===== config.mk =====
export PLATFORM = sky130hd
export DESIGN_NAME = uart_hello_top
export DESIGN_NICKNAME = d
export VERILOG_FILES = /design/src/hdl/pio_pkg.sv /design/src/hdl/pio_sm.sv /design/src/hdl/pio_pin_merge.sv /design/src/hdl/pio_core.sv /design/src/hdl/pio_loader.sv /design/src/hdl/uart_hello_top.sv
export VERILOG_INCLUDE_DIRS = /design/src /design/src/hdl
export SDC_FILE = /design/constraint.sdc
export NUM_CORES = 1
export LEC_CHECK = 0
export BUFFER_PORTS_ARGS = -buffer_cell sky130_fd_sc_hd__buf_2
export CAP_MARGIN = 0
export CORE_AREA = 8 8 290 236
export DETAILED_ROUTE_END_ITERATION = 6
export DIE_AREA = 0 0 298 244
export GPL_ROUTABILITY_DRIVEN = 0
export HOLD_SLACK_MARGIN = 0.1
export PLACE_DENSITY = 0.75
export SLEW_MARGIN = 20
export SYNTH_ARGS = -nofsm -noshare
export SYNTH_HDL_FRONTEND = slang
export SYNTH_SLANG_ARGS = --single-unit

===== constraint.sdc =====
create_clock -name clk_25mhz -period 23.8 [get_ports clk_25mhz]
set_input_delay 2.38 -clock clk_25mhz [delete_from_list [all_inputs] [get_ports clk_25mhz]]
set_output_delay 2.38 -clock clk_25mhz [all_outputs]
set_load 0.1 [all_outputs]

===== src/hdl/pio_consts.svh =====
`ifndef PIO_CONSTS_SVH
`define PIO_CONSTS_SVH

// Number of state machines in the core
`define PIO_NUM_SM 2

// GPIO pins shared by all machines
`define PIO_NUM_PINS 8

`define PIO_FIFO_DEPTH 4  // TX FIFO words per machine

// Instruction memory words, one program for all machines
`define PIO_PROG_WORDS 32

`define PIO_CONF_LEN 8  // Entries in the boot config list

// Min cycles between two loader pushes
`define PIO_PUSH_GAP 16

`endif


===== src/hdl/pio_pkg.sv =====
`include "pio_consts.svh"

package pio_pkg;

  // Loader to core command codes
  typedef enum logic [3:0] {
    NOP     = 4'd0,
    INSTR   = 4'd1,  // Program word
    CLKDIV  = 4'd2,
    PINBASE = 4'd3,
    START   = 4'd4,  // Start PC
    PUSH    = 4'd5,  // TX FIFO word
    ENABLE  = 4'd6
  } pio_action_e;

  typedef enum logic [2:0] {
    JMP  = 3'd0,
    SET  = 3'd1,
    OUT  = 3'd2,
    PULL = 3'd3
  } pio_op_e;

  typedef enum logic [1:0] {
    COND_ALWAYS = 2'd0,
    COND_X_DEC  = 2'd1,  // Taken if X nonzero, X post-decremented
    COND_OSRE   = 2'd2   // Taken if OSR still holds bits
  } pio_cond_e;

  typedef enum logic [1:0] {
    DEST_PINS = 2'd0,
    DEST_X    = 2'd1
  } pio_dest_e;

  // JMP view
  typedef struct packed {
    pio_op_e    op;
    logic [2:0] delay;
    pio_cond_e  cond;
    logic [4:0] target;
    logic [2:0] pad;
  } pio_flow_t;

  // SET and OUT view, value is the SET literal or the OUT bit count
  typedef struct packed {
    pio_op_e    op;
    logic [2:0] delay;
    pio_dest_e  dest;
    logic [4:0] value;
    logic [2:0] pad;
  } pio_data_t;

  typedef union packed {
    pio_flow_t flow;
    pio_data_t data;
  } pio_instr_u;

  typedef struct packed {
    pio_action_e action;
    logic        mindex;  // Target machine
    logic [4:0]  index;   // Program word address
    logic [31:0] data;
  } pio_cmd_t;

  // Already shifted to the machine's pin base
  typedef struct packed {
    logic [`PIO_NUM_PINS-1:0] out;
    logic [`PIO_NUM_PINS-1:0] dir;
  } pio_pins_t;

endpackage


===== src/hdl/pio_sm.sv =====
`include "pio_consts.svh"

module pio_sm (
  input  logic                 clk_25mhz,
  input  logic                 pwr_up_reset_n,
  input  logic [3:0]           cfg_we,    // enable, start, pinbase, clkdiv
  input  logic [31:0]          cfg_data,
  input  logic                 push,
  input  pio_pkg::pio_instr_u  instr,
  output logic [$clog2(`PIO_PROG_WORDS)-1:0] pc,
  output logic                 full,
  output pio_pkg::pio_pins_t   pins
);

  localparam int DEPTH = `PIO_FIFO_DEPTH;
  localparam int PTR_W = $clog2(DEPTH);
  localparam int CNT_W = $clog2(DEPTH + 1);
  localparam int PC_W  = $clog2(`PIO_PROG_WORDS);
  localparam int NP    = `PIO_NUM_PINS;

  logic [15:0]          clkdiv;
  logic [15:0]          div_cnt;
  logic [$clog2(NP)-1:0] pin_base;
  logic                 en;
  logic [2:0]           delay_cnt;
  logic [31:0]          x;
  logic [31:0]          osr;
  logic [5:0]           osr_cnt;   // Bits left in OSR
  logic [NP-1:0]        out_reg;
  logic [NP-1:0]        dir_reg;

  logic [31:0]          fifo [DEPTH];
  logic [PTR_W-1:0]     wr_ptr;
  logic [PTR_W-1:0]     rd_ptr;
  logic [CNT_W-1:0]     fifo_cnt;

  logic                 tick;
  logic                 fifo_empty;
  logic                 pull_stall;
  logic                 run;
  logic                 pop;
  logic                 do_push;
  logic                 take;
  logic [5:0]           out_len;
  logic [31:0]          bit_mask;
  logic [31:0]          out_bits;

  assign tick       = en && (div_cnt >= clkdiv - 16'd1);
  assign fifo_empty = (fifo_cnt == '0);
  assign full       = (fifo_cnt == CNT_W'(DEPTH));
  assign pull_stall = (instr.data.op == pio_pkg::PULL) && fifo_empty;

  // Instruction issues this cycle, a start PC write wins
  assign run     = tick && !cfg_we[2] && (delay_cnt == 3'd0) && !pull_stall;
  assign pop     = run && (instr.data.op == pio_pkg::PULL);
  assign do_push = push && !full;

  // OUT count of 0 means a full word
  assign out_len  = (instr.data.value == 5'd0) ? 6'd32 : {1'b0, instr.data.value};
  assign bit_mask = (instr.data.value == 5'd0) ? '1 : (32'd1 << instr.data.value) - 32'd1;
  assign out_bits = osr & bit_mask;

  always_comb begin
    case (instr.flow.cond)
      pio_pkg::COND_ALWAYS: take = 1'b1;
      pio_pkg::COND_X_DEC:  take = (x != 32'd0);
      pio_pkg::COND_OSRE:   take = (osr_cnt != 6'd0);
      default:              take = 1'b0;
    endcase
  end

  always_ff @(posedge clk_25mhz) begin
    if (!pwr_up_reset_n) begin
      clkdiv    <= 16'd1;
      div_cnt   <= '0;
      pin_base  <= '0;
      en        <= 1'b0;
      pc        <= '0;
      delay_cnt <= '0;
      osr_cnt   <= '0;
      out_reg   <= '0;
      dir_reg   <= '0;  // All pins released
      wr_ptr    <= '0;
      rd_ptr    <= '0;
      fifo_cnt  <= '0;
    end else begin
      if (cfg_we[0]) clkdiv <= cfg_data[15:0];
      if (cfg_we[1]) pin_base <= cfg_data[$clog2(NP)-1:0];
      if (cfg_we[3]) en <= cfg_data[0];

      if (tick) div_cnt <= '0;
      else if (en) div_cnt <= div_cnt + 16'd1;

      if (cfg_we[2]) begin
        pc        <= cfg_data[PC_W-1:0];
        delay_cnt <= '0;
      end else if (run) begin
        delay_cnt <= instr.flow.delay;
        if (instr.flow.op == pio_pkg::JMP && take) pc <= instr.flow.target;
        else pc <= pc + PC_W'(1);
        case (instr.data.op)
          pio_pkg::SET:
            if (instr.data.dest == pio_pkg::DEST_PINS) begin
              out_reg[0] <= instr.data.value[0];
              dir_reg[0] <= 1'b1;
            end
          pio_pkg::OUT: begin
            osr_cnt <= (osr_cnt > out_len) ? osr_cnt - out_len : 6'd0;
            if (instr.data.dest == pio_pkg::DEST_PINS)
              out_reg <= (out_reg & ~bit_mask[NP-1:0]) | out_bits[NP-1:0];
          end
          pio_pkg::PULL: osr_cnt <= 6'd32;
          default: ;
        endcase
      end else if (tick && delay_cnt != 3'd0) begin
        delay_cnt <= delay_cnt - 3'd1;  // Burn one delay tick
      end

      if (do_push) wr_ptr <= wr_ptr + PTR_W'(1);
      if (pop) rd_ptr <= rd_ptr + PTR_W'(1);
      case ({do_push, pop})
        2'b10:   fifo_cnt <= fifo_cnt + CNT_W'(1);
        2'b01:   fifo_cnt <= fifo_cnt - CNT_W'(1);
        default: ;
      endcase
    end
  end

  // Data path, X, OSR and FIFO storage
  always_ff @(posedge clk_25mhz) begin
    if (do_push) fifo[wr_ptr] <= cfg_data;
    if (run) begin
      case (instr.data.op)
        pio_pkg::JMP:
          if (instr.flow.cond == pio_pkg::COND_X_DEC) x <= x - 32'd1;
        pio_pkg::SET:
          if (instr.data.dest == pio_pkg::DEST_X) x <= {27'd0, instr.data.value};
        pio_pkg::OUT: begin
          if (instr.data.dest == pio_pkg::DEST_X) x <= out_bits;
          osr <= (instr.data.value == 5'd0) ? '0 : osr >> instr.data.value;  // LSB first
        end
        pio_pkg::PULL: osr <= fifo[rd_ptr];
        default: ;
      endcase
    end
  end

  assign pins = '{out: out_reg << pin_base, dir: dir_reg << pin_base};

endmodule


===== src/hdl/pio_pin_merge.sv =====
`include "pio_consts.svh"

module pio_pin_merge (
  input  pio_pkg::pio_pins_t        sm_pins [`PIO_NUM_SM],
  output logic [`PIO_NUM_PINS-1:0]  pins
);

  logic [`PIO_NUM_PINS-1:0] driven;  // Some machine owns the pin
  logic [`PIO_NUM_PINS-1:0] level;

  always_comb begin
    driven = '0;
    level  = '0;
    for (int i = 0; i < `PIO_NUM_SM; i++) begin
      driven |= sm_pins[i].dir;
      // Out bits only count where dir is set
      level |= sm_pins[i].out & sm_pins[i].dir;
    end
  end

  // Undriven pins are pulled up
  assign pins = level | ~driven;

endmodule


===== src/hdl/pio_core.sv =====
`include "pio_consts.svh"

module pio_core (
  input  logic                      clk_25mhz,
  input  logic                      pwr_up_reset_n,
  input  pio_pkg::pio_cmd_t         cmd,
  output logic [`PIO_NUM_SM-1:0]    full,
  output logic [`PIO_NUM_PINS-1:0]  pins
);

  localparam int PC_W = $clog2(`PIO_PROG_WORDS);

  pio_pkg::pio_instr_u imem [`PIO_PROG_WORDS];  // Shared program
  logic [PC_W-1:0]     sm_pc [`PIO_NUM_SM];
  pio_pkg::pio_pins_t  sm_pins [`PIO_NUM_SM];

  always_ff @(posedge clk_25mhz) begin
    if (cmd.action == pio_pkg::INSTR) imem[cmd.index] <= cmd.data[15:0];
  end

  for (genvar i = 0; i < `PIO_NUM_SM; i++) begin : g_sm
    logic       sel;
    logic [3:0] cfg_we;
    logic       push;

    assign sel = (cmd.mindex == 1'(i));

    // Strobes only reach the addressed machine
    assign cfg_we[0] = sel && (cmd.action == pio_pkg::CLKDIV);
    assign cfg_we[1] = sel && (cmd.action == pio_pkg::PINBASE);
    assign cfg_we[2] = sel && (cmd.action == pio_pkg::START);
    assign cfg_we[3] = sel && (cmd.action == pio_pkg::ENABLE);
    assign push      = sel && (cmd.action == pio_pkg::PUSH);

    pio_sm u_sm (
      .clk_25mhz      (clk_25mhz),
      .pwr_up_reset_n (pwr_up_reset_n),
      .cfg_we         (cfg_we),
      .cfg_data       (cmd.data),
      .push           (push),
      .instr          (imem[sm_pc[i]]),  // Async fetch at PC
      .pc             (sm_pc[i]),
      .full           (full[i]),
      .pins           (sm_pins[i])
    );
  end

  pio_pin_merge u_merge (
    .sm_pins (sm_pins),
    .pins    (pins)
  );

endmodule


===== src/hdl/pio_loader.sv =====
`include "pio_consts.svh"

module pio_loader (
  input  logic                    clk_25mhz,
  input  logic                    pwr_up_reset_n,
  output pio_pkg::pio_cmd_t       cmd,
  input  logic [`PIO_NUM_SM-1:0]  full,
  output logic [7:0]              led
);

  localparam int MSG_LEN = 13;
  localparam logic [8*MSG_LEN-1:0] MSG = "Hello World!\n";
  localparam int IDX_W = $clog2(`PIO_PROG_WORDS);
  localparam int CFG_W = $clog2(`PIO_CONF_LEN);
  localparam int GAP_W = $clog2(`PIO_PUSH_GAP);

  typedef enum logic [1:0] {LOAD, CONFIG, RUN} state_e;

  state_e           state;
  logic [IDX_W-1:0] idx;      // Program word or config entry
  logic [3:0]       msg_idx;
  logic [GAP_W-1:0] gap_cnt;
  logic [2:0]       stalled;

  function automatic logic [15:0] enc(input pio_pkg::pio_op_e op, input logic [2:0] dly,
                                      input logic [1:0] sel, input logic [4:0] val);
    return {op, dly, sel, val, 3'b000};
  endfunction

  function automatic pio_pkg::pio_cmd_t mk_cmd(input pio_pkg::pio_action_e act,
                                               input logic mi, input logic [31:0] data);
    return '{action: act, mindex: mi, index: 5'd0, data: data};
  endfunction

  // UART TX at word 0, square wave at word 16
  function automatic logic [15:0] prog_word(input logic [IDX_W-1:0] a);
    case (a)
      5'd0:    prog_word = enc(pio_pkg::PULL, 3'd0, 2'd0, 5'd0);
      5'd1:    prog_word = enc(pio_pkg::SET, 3'd0, pio_pkg::DEST_X, 5'd7);
      5'd2:    prog_word = enc(pio_pkg::SET, 3'd7, pio_pkg::DEST_PINS, 5'd0);  // Start bit
      5'd3:    prog_word = enc(pio_pkg::OUT, 3'd0, pio_pkg::DEST_PINS, 5'd1);
      5'd4:    prog_word = enc(pio_pkg::JMP, 3'd6, pio_pkg::COND_X_DEC, 5'd3);
      5'd5:    prog_word = enc(pio_pkg::SET, 3'd7, pio_pkg::DEST_PINS, 5'd1);  // Stop bit
      5'd6:    prog_word = enc(pio_pkg::JMP, 3'd0, pio_pkg::COND_ALWAYS, 5'd0);
      5'd16:   prog_word = enc(pio_pkg::SET, 3'd7, pio_pkg::DEST_PINS, 5'd1);
      5'd17:   prog_word = enc(pio_pkg::SET, 3'd6, pio_pkg::DEST_PINS, 5'd0);
      5'd18:   prog_word = enc(pio_pkg::JMP, 3'd0, pio_pkg::COND_ALWAYS, 5'd16);
      default: prog_word = enc(pio_pkg::JMP, 3'd0, pio_pkg::COND_ALWAYS, a);  // Park
    endcase
  endfunction

  function automatic pio_pkg::pio_cmd_t conf_entry(input logic [CFG_W-1:0] n);
    case (n)
      3'd0:    conf_entry = mk_cmd(pio_pkg::CLKDIV, 1'b0, 32'd27);  // 216 clk per bit
      3'd1:    conf_entry = mk_cmd(pio_pkg::PINBASE, 1'b0, 32'd0);
      3'd2:    conf_entry = mk_cmd(pio_pkg::START, 1'b0, 32'd0);
      3'd3:    conf_entry = mk_cmd(pio_pkg::CLKDIV, 1'b1, 32'd4);
      3'd4:    conf_entry = mk_cmd(pio_pkg::PINBASE, 1'b1, 32'd1);
      3'd5:    conf_entry = mk_cmd(pio_pkg::START, 1'b1, 32'd16);
      3'd6:    conf_entry = mk_cmd(pio_pkg::ENABLE, 1'b0, 32'd1);
      default: conf_entry = mk_cmd(pio_pkg::ENABLE, 1'b1, 32'd1);
    endcase
  endfunction

  always_ff @(posedge clk_25mhz) begin
    if (!pwr_up_reset_n) begin
      state   <= LOAD;
      idx     <= '0;
      msg_idx <= '0;
      gap_cnt <= '0;
      stalled <= '0;
      cmd     <= mk_cmd(pio_pkg::NOP, 1'b0, 32'd0);
    end else begin
      case (state)
        LOAD: begin
          cmd <= '{action: pio_pkg::INSTR, mindex: 1'b0, index: idx,
                   data: {16'd0, prog_word(idx)}};
          idx <= idx + IDX_W'(1);
          if (idx == IDX_W'(`PIO_PROG_WORDS - 1)) begin
            state <= CONFIG;
            idx   <= '0;
          end
        end
        CONFIG: begin
          cmd <= conf_entry(idx[CFG_W-1:0]);
          idx <= idx + IDX_W'(1);
          if (idx == IDX_W'(`PIO_CONF_LEN - 1)) state <= RUN;
        end
        RUN: begin
          cmd <= mk_cmd(pio_pkg::NOP, 1'b0, 32'd0);
          if (full[0]) stalled <= stalled + 3'd1;
          if (gap_cnt != GAP_W'(`PIO_PUSH_GAP - 1)) begin
            gap_cnt <= gap_cnt + GAP_W'(1);
          end else if (!full[0]) begin
            // Byte is held until machine 0 has room
            cmd     <= mk_cmd(pio_pkg::PUSH, 1'b0, {24'd0, MSG[8*(MSG_LEN-1-msg_idx) +: 8]});
            gap_cnt <= '0;
            msg_idx <= (msg_idx == 4'(MSG_LEN - 1)) ? 4'd0 : msg_idx + 4'd1;
          end
        end
        default: state <= LOAD;
      endcase
    end
  end

  assign led = ~{5'd0, stalled};

endmodule


===== src/hdl/uart_hello_top.sv =====
`include "pio_consts.svh"

module uart_hello_top (
  input  logic       clk_25mhz,
  input  logic       pwr_up_reset_n,
  input  logic       btn_n,
  output logic       tx,
  output logic       blink,
  output logic [7:0] led
);

  logic                     rst_n;  // Button doubles as reset
  pio_pkg::pio_cmd_t        cmd;
  logic [`PIO_NUM_SM-1:0]   full;
  logic [`PIO_NUM_PINS-1:0] pins;

  assign rst_n = pwr_up_reset_n & btn_n;

  pio_loader u_loader (
    .clk_25mhz      (clk_25mhz),
    .pwr_up_reset_n (rst_n),
    .cmd            (cmd),
    .full           (full),
    .led            (led)
  );

  pio_core u_core (
    .clk_25mhz      (clk_25mhz),
    .pwr_up_reset_n (rst_n),
    .cmd            (cmd),
    .full           (full),
    .pins           (pins)
  );

  assign tx    = pins[0];  // Machine 0 UART
  assign blink = pins[1];

endmodule


## Word-level counts from Yosys, hierarchy flattened

Memories as Yosys holds them, arrays and structs flattened. A register that Yosys moved wholly into a read port is not among the register bits.
Cells that the tools add are included.

| storage, ports and cells | value |
|---|---|
| word-level logic and storage cells | 316 |
| output and inout port bits | 10 |
| memory bits (writable) | 768 |
| bits of input ports | 3 |
| memories kept | 3 |
| register bits | 320 |

Memory list:

| name | words | width | rd ports | clocked after memory_dff | write ports | line | text |
|---|---|---|---|---|---|---|---|
| u_core.imem | 32 | 16 | 2 | 2 | 1 | pio_core.sv:13 | `` pio_pkg::pio_instr_u imem [`PIO_PROG_WORDS]; `` |
| u_core.g_sm[0].u_sm.fifo | 4 | 32 | 1 | 1 | 1 | pio_sm.sv:32 | `logic [31:0] fifo [DEPTH];` |
| u_core.g_sm[1].u_sm.fifo | 4 | 32 | 1 | 1 | 1 | pio_sm.sv:32 |  |

| operators by class | value |
|---|---|
| mux-type cells | 67 |
| shift operators | 9 |
| reduce and logical (&&, ||, !) cells | 88 |
| eq/ne operators | 56 |
| bitwise gates (word level) | 23 |
| order comparisons | 4 |
| add/sub/neg operators | 27 |

Operator list:

| kind | number |
|---|---|
| 32-bit two-way mux | 10 |
| 41-bit case mux with 7 select lines | 1 |
| 32-bit case mux with 3 select lines | 2 |
| 15-bit case mux with 9 select lines | 1 |
| 32-bit case mux with 2 select lines | 2 |
| 32-bit by 1-bit subtractor with 32-bit output, second input constant | 4 |
| 42-bit case mux with 3 select lines | 1 |
| 104-bit by 33-bit indexed part select with 8-bit output, first input constant | 1 |
| 32-bit bitwise AND | 2 |
| 32-bit nonzero test | 2 |
| 1-bit by 5-bit << shifter with 32-bit output, first input constant | 2 |
| 32-bit by 5-bit >> shifter with 32-bit output | 2 |
| 5-bit two-way mux | 11 |
| 42-bit two-way mux | 1 |
| 41-bit two-way mux | 1 |
| 16-bit by 1-bit adder with 16-bit output, second input constant | 2 |
| 16-bit greater-or-equal comparator | 2 |
| 16-bit by 1-bit subtractor with 16-bit output, second input constant | 2 |
| 1-bit logical AND | 28 |
| 6-bit two-way mux | 4 |
| 6-bit case mux with 2 select lines | 2 |
| 2-bit nonzero test | 11 |
| 3-bit logical NOT | 7 |
| 5-bit by 3-bit equality test with 1-bit output, second input constant | 4 |
| other kinds (53) | 169 |

## Logic depth before layout (Yosys ltp)

| logic depth | value |
|---|---|
| depth in word-level cells | 10 |
| mapped depth | 22 |
| mapped depth without buffers | 21 |

## Cells and area by module

Synthesis repeated with hierarchy kept, for this count alone.

| unflattened totals | value |
|---|---|
| cells, all modules | 4689 |
| area, all modules | 56191.4 um^2 |

By module, submodules not included:

| module | instances | area each (um^2) | sequential area each (um^2) | cells each |
|---|---|---|---|---|
| pio_sm | 2 | 14241.2 | 7126.8 | 1294 |
| pio_core | 1 | 24716.2 | 15374.7 | 1717 |
| pio_loader | 1 | 2886.5 | 800.8 | 367 |
| pio_pin_merge | 1 | 100.1 | 0.0 | 16 |
| uart_hello_top | 1 | 6.3 | 0.0 | 1 |

## Worst setup path after synthesis

No wires, ideal clock.

| timing | value |
|---|---|
| path type | register to register |
| from | reg with a tool-made name |
| to | reg u_core.g_sm[0].u_sm.x[0], enable pin |
| buffers on the path | 7 |
| stages on the path, launching flop included | 16 |
| required time | 23299 ps |
| clock period less this slack | 8050 ps |
| library setup time | 501 ps |
| data arrival time | 7549 ps |
| setup slack | 15750 ps |
| cells stage by stage | dfxtp_1 -> buf_2 -> buf_2 -> buf_2 -> buf_2 -> buf_2 -> buf_1 -> mux4_2 -> mux4_2 -> mux2i_1 -> inv_1 -> ha_1 -> clkbuf_1 -> a31oi_1 -> nand3b_1 -> nor4_1 |

RTL lines:

| what | line | text |
|---|---|---|
| to (signal assigned) | pio_sm.sv:135 | `if (instr.flow.cond == pio_pkg::COND_X_DEC) x <= x - 32'd1;` |
| to (signal assigned) | pio_sm.sv:137 | `if (instr.data.dest == pio_pkg::DEST_X) x <= {27'd0, instr.data.value};` |
| to (signal assigned) | pio_sm.sv:139 | `if (instr.data.dest == pio_pkg::DEST_X) x <= out_bits;` |
| to (decl) | pio_sm.sv:26 | `logic [31:0] x;` |

==> impl_metrics.csv <==
group,metric,value,unit
outcome,status,"completed",
floorplanning,start_util,59.3,%
sta,report.final.slew_viol_count,0,
critical_path,path_buf_inv,4,
layout,regMostFlops,"u_core.imem",
clocking,ctsResizeCount,0,
min_path,hold_path_class,"reg2reg",
clocking,cts.clk_slew.worst_paths,60,ps
clocking,cts_tree,"done",
clocking,htreeDepth,3,
critical_path,crit_required,24330,ps
floorplanning,die_area,72700,um^2
place,port-buffer-count,7,
pwr,power_frac_clock,44.2,%
grt,grtUsageMet1,38.0,%
grt,grt_usage,27.0,%
layout,fillers,4666,
synthesis,yosysTopAreaCell,"edfxtp_1",
pwr,p_per_area,63.0,nW/um^2
critical_path,path_cells,"buf_4, mux4_2, mux4_2, mux2i_1, inv_1, ha_1, buf_4, a31oi_1, nand3b_1, a21oi_1, and2_1, ha_1, inv_1, fa_1, xor2_1, or3_1, a21oi_1",
floorplanning,pin_count,13,
synthesis,yosysTopAreaCellShare,44.0,%
sta,max_slew.worst_pin.slew,1160,ps
critical_path,critPathCaptureType,"register",
synthesis,ys_top_cells_by_area,"edfxtp_1 44%, mux4_2 11%, dfxtp_1 8.2%",
route,drt_iter0_markers,3793,
clocking,clkSinkCount,706,
layout,layout_commonest_cell,"edfxtp_1",
pwr,seqPwrFrac,51.4,%
critical_path,path_class,"reg2reg",
layout,finalNetCount,3155,
pwr,switching_power,0.563,mW
critical_path,worstPathMaxFanout,60,
layout,largest_register_ffs,320,
clocking,clkLatencyLatePin,620,ps
layout,area_growth,8.50,%
critical_path,crit_family,"buffers and inverters",
route,firstDrtPassIters,6,
sta,finalCriticalPeriod,6460,ps
route,drc,0,
clocking,root_buffer,"clkbuf_16",
sta,hold_ws,463,ps
critical_path,crit_path_start_kind,"register",
job,max-cap-violations,0,
layout,largestRegisters,"u_core.imem x320, u_core.g_sm.u_sm.fifo x104",
synthesis,synth-seq-cells,706,
layout,mostFrequentLayoutCells,"552 x edfxtp_1, 276 x nand2_1, 271 x nor2_1, 230 x mux2i_1, 183 x mux4_2",
floorplanning,fp.dieH,244,um
synthesis,seq_area_frac_synth,52.2,%
layout,n_antenna_cell,0,
route,avgViaCountPerCell,6.83,
sta,setup_viol,0,
route,vias,27149,
synthesis,syn_area,37700,um^2
grt,use_met3,6.19,%
pwr,switching_share,21.9,%
route,wl_per_cell,25.6,um
synthesis,yosys_warnings,0,
synthesis,synthCells,3128,
grt,grt.overflow.total,0,
critical_path,critPathSlowestCell,"dfxtp_4",
sta,skew,19.8,ps
floorplanning,core-area,63600,um^2
grt,antenna_found_initial,0,
clocking,cts_buffers,71,
synthesis,avgSynthCellArea,12.0,um^2
floorplanning,fp.dieW,298,um
route,route.antenna.remaining_nets,0,
synthesis,synth_edf_count,552,
sta,rsz0062_at_grt,"no",
sta,clock.fmax,0.155,GHz
grt,grt_max_degree,103,
clocking,cts-hold-fix-buffers,0,
pwr,p_leak,13.4,nW
synthesis,synth_ff_type,"edfxtp_1",
place,hpwl,66700,um
pwr,peakVddDrop,53.0,uV
grt,grt_use_met2,41.3,%
sta,hold_violations,0,
pwr,power.internal,2.01,mW
critical_path,cpPeakStageDelay,990,ps
critical_path,arrival,6990,ps
synthesis,synthArstFlopShare,0,%
grt,grt_pass1_vias,26258,
sta,fin_setup_tns,0,ps
sta,fin_crit_sh,27.1,%
floorplanning,rows,83,
grt,busiest_layer,"met2",
layout,final_layout_size_suffix_gt1_share,14.1,%
sta,maxSlewHeadroom,22.4,%
route,wirelength,102000,um
grt,grt_pass1_wl,155000,um
critical_path,rrSetupSlack,17340,ps
clocking,post_cts_buffers,0,
pwr,pwr-share-comb,4.3,%
synthesis,synth.distinct_cells,83,
clocking,clockBufferDepth,3,
[worst min-delay path, stage by stage, from the launching register on]
cell and delay [ps]:
dfxtp_1 310, nand2_1 60, a21oi_1 50
[cell families (layout without fill, tap and decap cells)]
kind of cell | Yosys count | after routing | synth area share, %
AOI/OAI and AO/OA | 561 | 561 | 9.59
xor gates and xnor gates | 131 | 131 | 3.05
adders and majority gates | 81 | 81 | 2.73
buffers and inverters | 276 | 268 | 2.94
DFF | 706 | 706 | 52.2
muxes | 448 | 448 | 18.1
other | 2 | 7 | 0.0199
and+or+nand+nor | 923 | 923 | 11.4
[power groups by stage]
stage	registers, mW	clock network, mW	logic (mW)
2_1_floorplan	1.35	0	0.0768
3_3_place_gp	1.35	0	0.105
3_5_place_dp	1.35	0	0.107
4_1_cts	1.32	1.15	0.107
5_1_grt	1.32	1.19	0.118
6_report	1.32	1.14	0.111
[path summary, 6_finish.rpt]
kind                        start                               to  depth (start not counted)
setup / recovery         register  u_core.g_sm[1].u_sm.fifo_cnt[2]                         17
hold / removal    u_loader.cmd[7]                  u_loader.cmd[7]                          2
setup reg to reg         register  u_core.g_sm[1].u_sm.fifo_cnt[2]                         17
hold reg to reg   u_loader.cmd[7]                  u_loader.cmd[7]                          2
[metrics by stage]
step | cells | total power, mW | cell area [um^2] | utilization [%] | worst slack [ps]
final | 3975 | 2.58 | 40900 | 64.3 | 17340
after global routing | 3975 | 2.63 | 40900 | 64.3 | 17000
after CTS | 3975 | 2.58 | 40900 | 64.3 | 17430
after detailed placement | 3848 | 1.46 | 38500 | 60.6 | 17460
after global placement | 3848 | 1.46 | 38500 | 60.6 | 17690
after floorplan | 3133 | 1.43 | 37700 | - | 15750
[layer usage]
layer | wire length [um] | share of wire [%] | vias to the layer above
met1 | 41100 | 40 | 13323
met3 | 11600 | 11 | 312
met5 | 0 | 0 | -
li1 | - | - | 11765
met2 | 45300 | 44 | 1749
met4 | 3990 | 3.9 | 0
[cells in the mapped netlist (25+ instances only)]
library cell,instances
nand2b_1,32
inv_1,68
nor3_1,63
clkbuf_1,133
a22oi_1,65
o211ai_1,25
nand3_1,71
dfxtp_1,154
a21oi_1,159
buf_1,29
o21ai_0,103
mux4_2,183
o22ai_1,34
xnor2_1,72
xor2_1,59
and2_1,33
ha_1,79
mux2i_1,232
nor2_1,292
nand2_1,277
mux2_2,28
buf_2,31
edfxtp_1,552
[final cells by class]
class | count | area (um^2) | area share, %
Sequential cell | 706 | 19700 | 48.1
Multi-Input combinational cell | 2151 | 17000 | 41.7
Clock buffer | 93 | 1980 | 4.85
Tap cell | 850 | 1060 | 2.60
Timing Repair Buffer | 67 | 485 | 1.19
Clock inverter | 34 | 349 | 0.854
Inverter | 74 | 278 | 0.680
No activity file was read; power rests on OpenSTA's default activity.
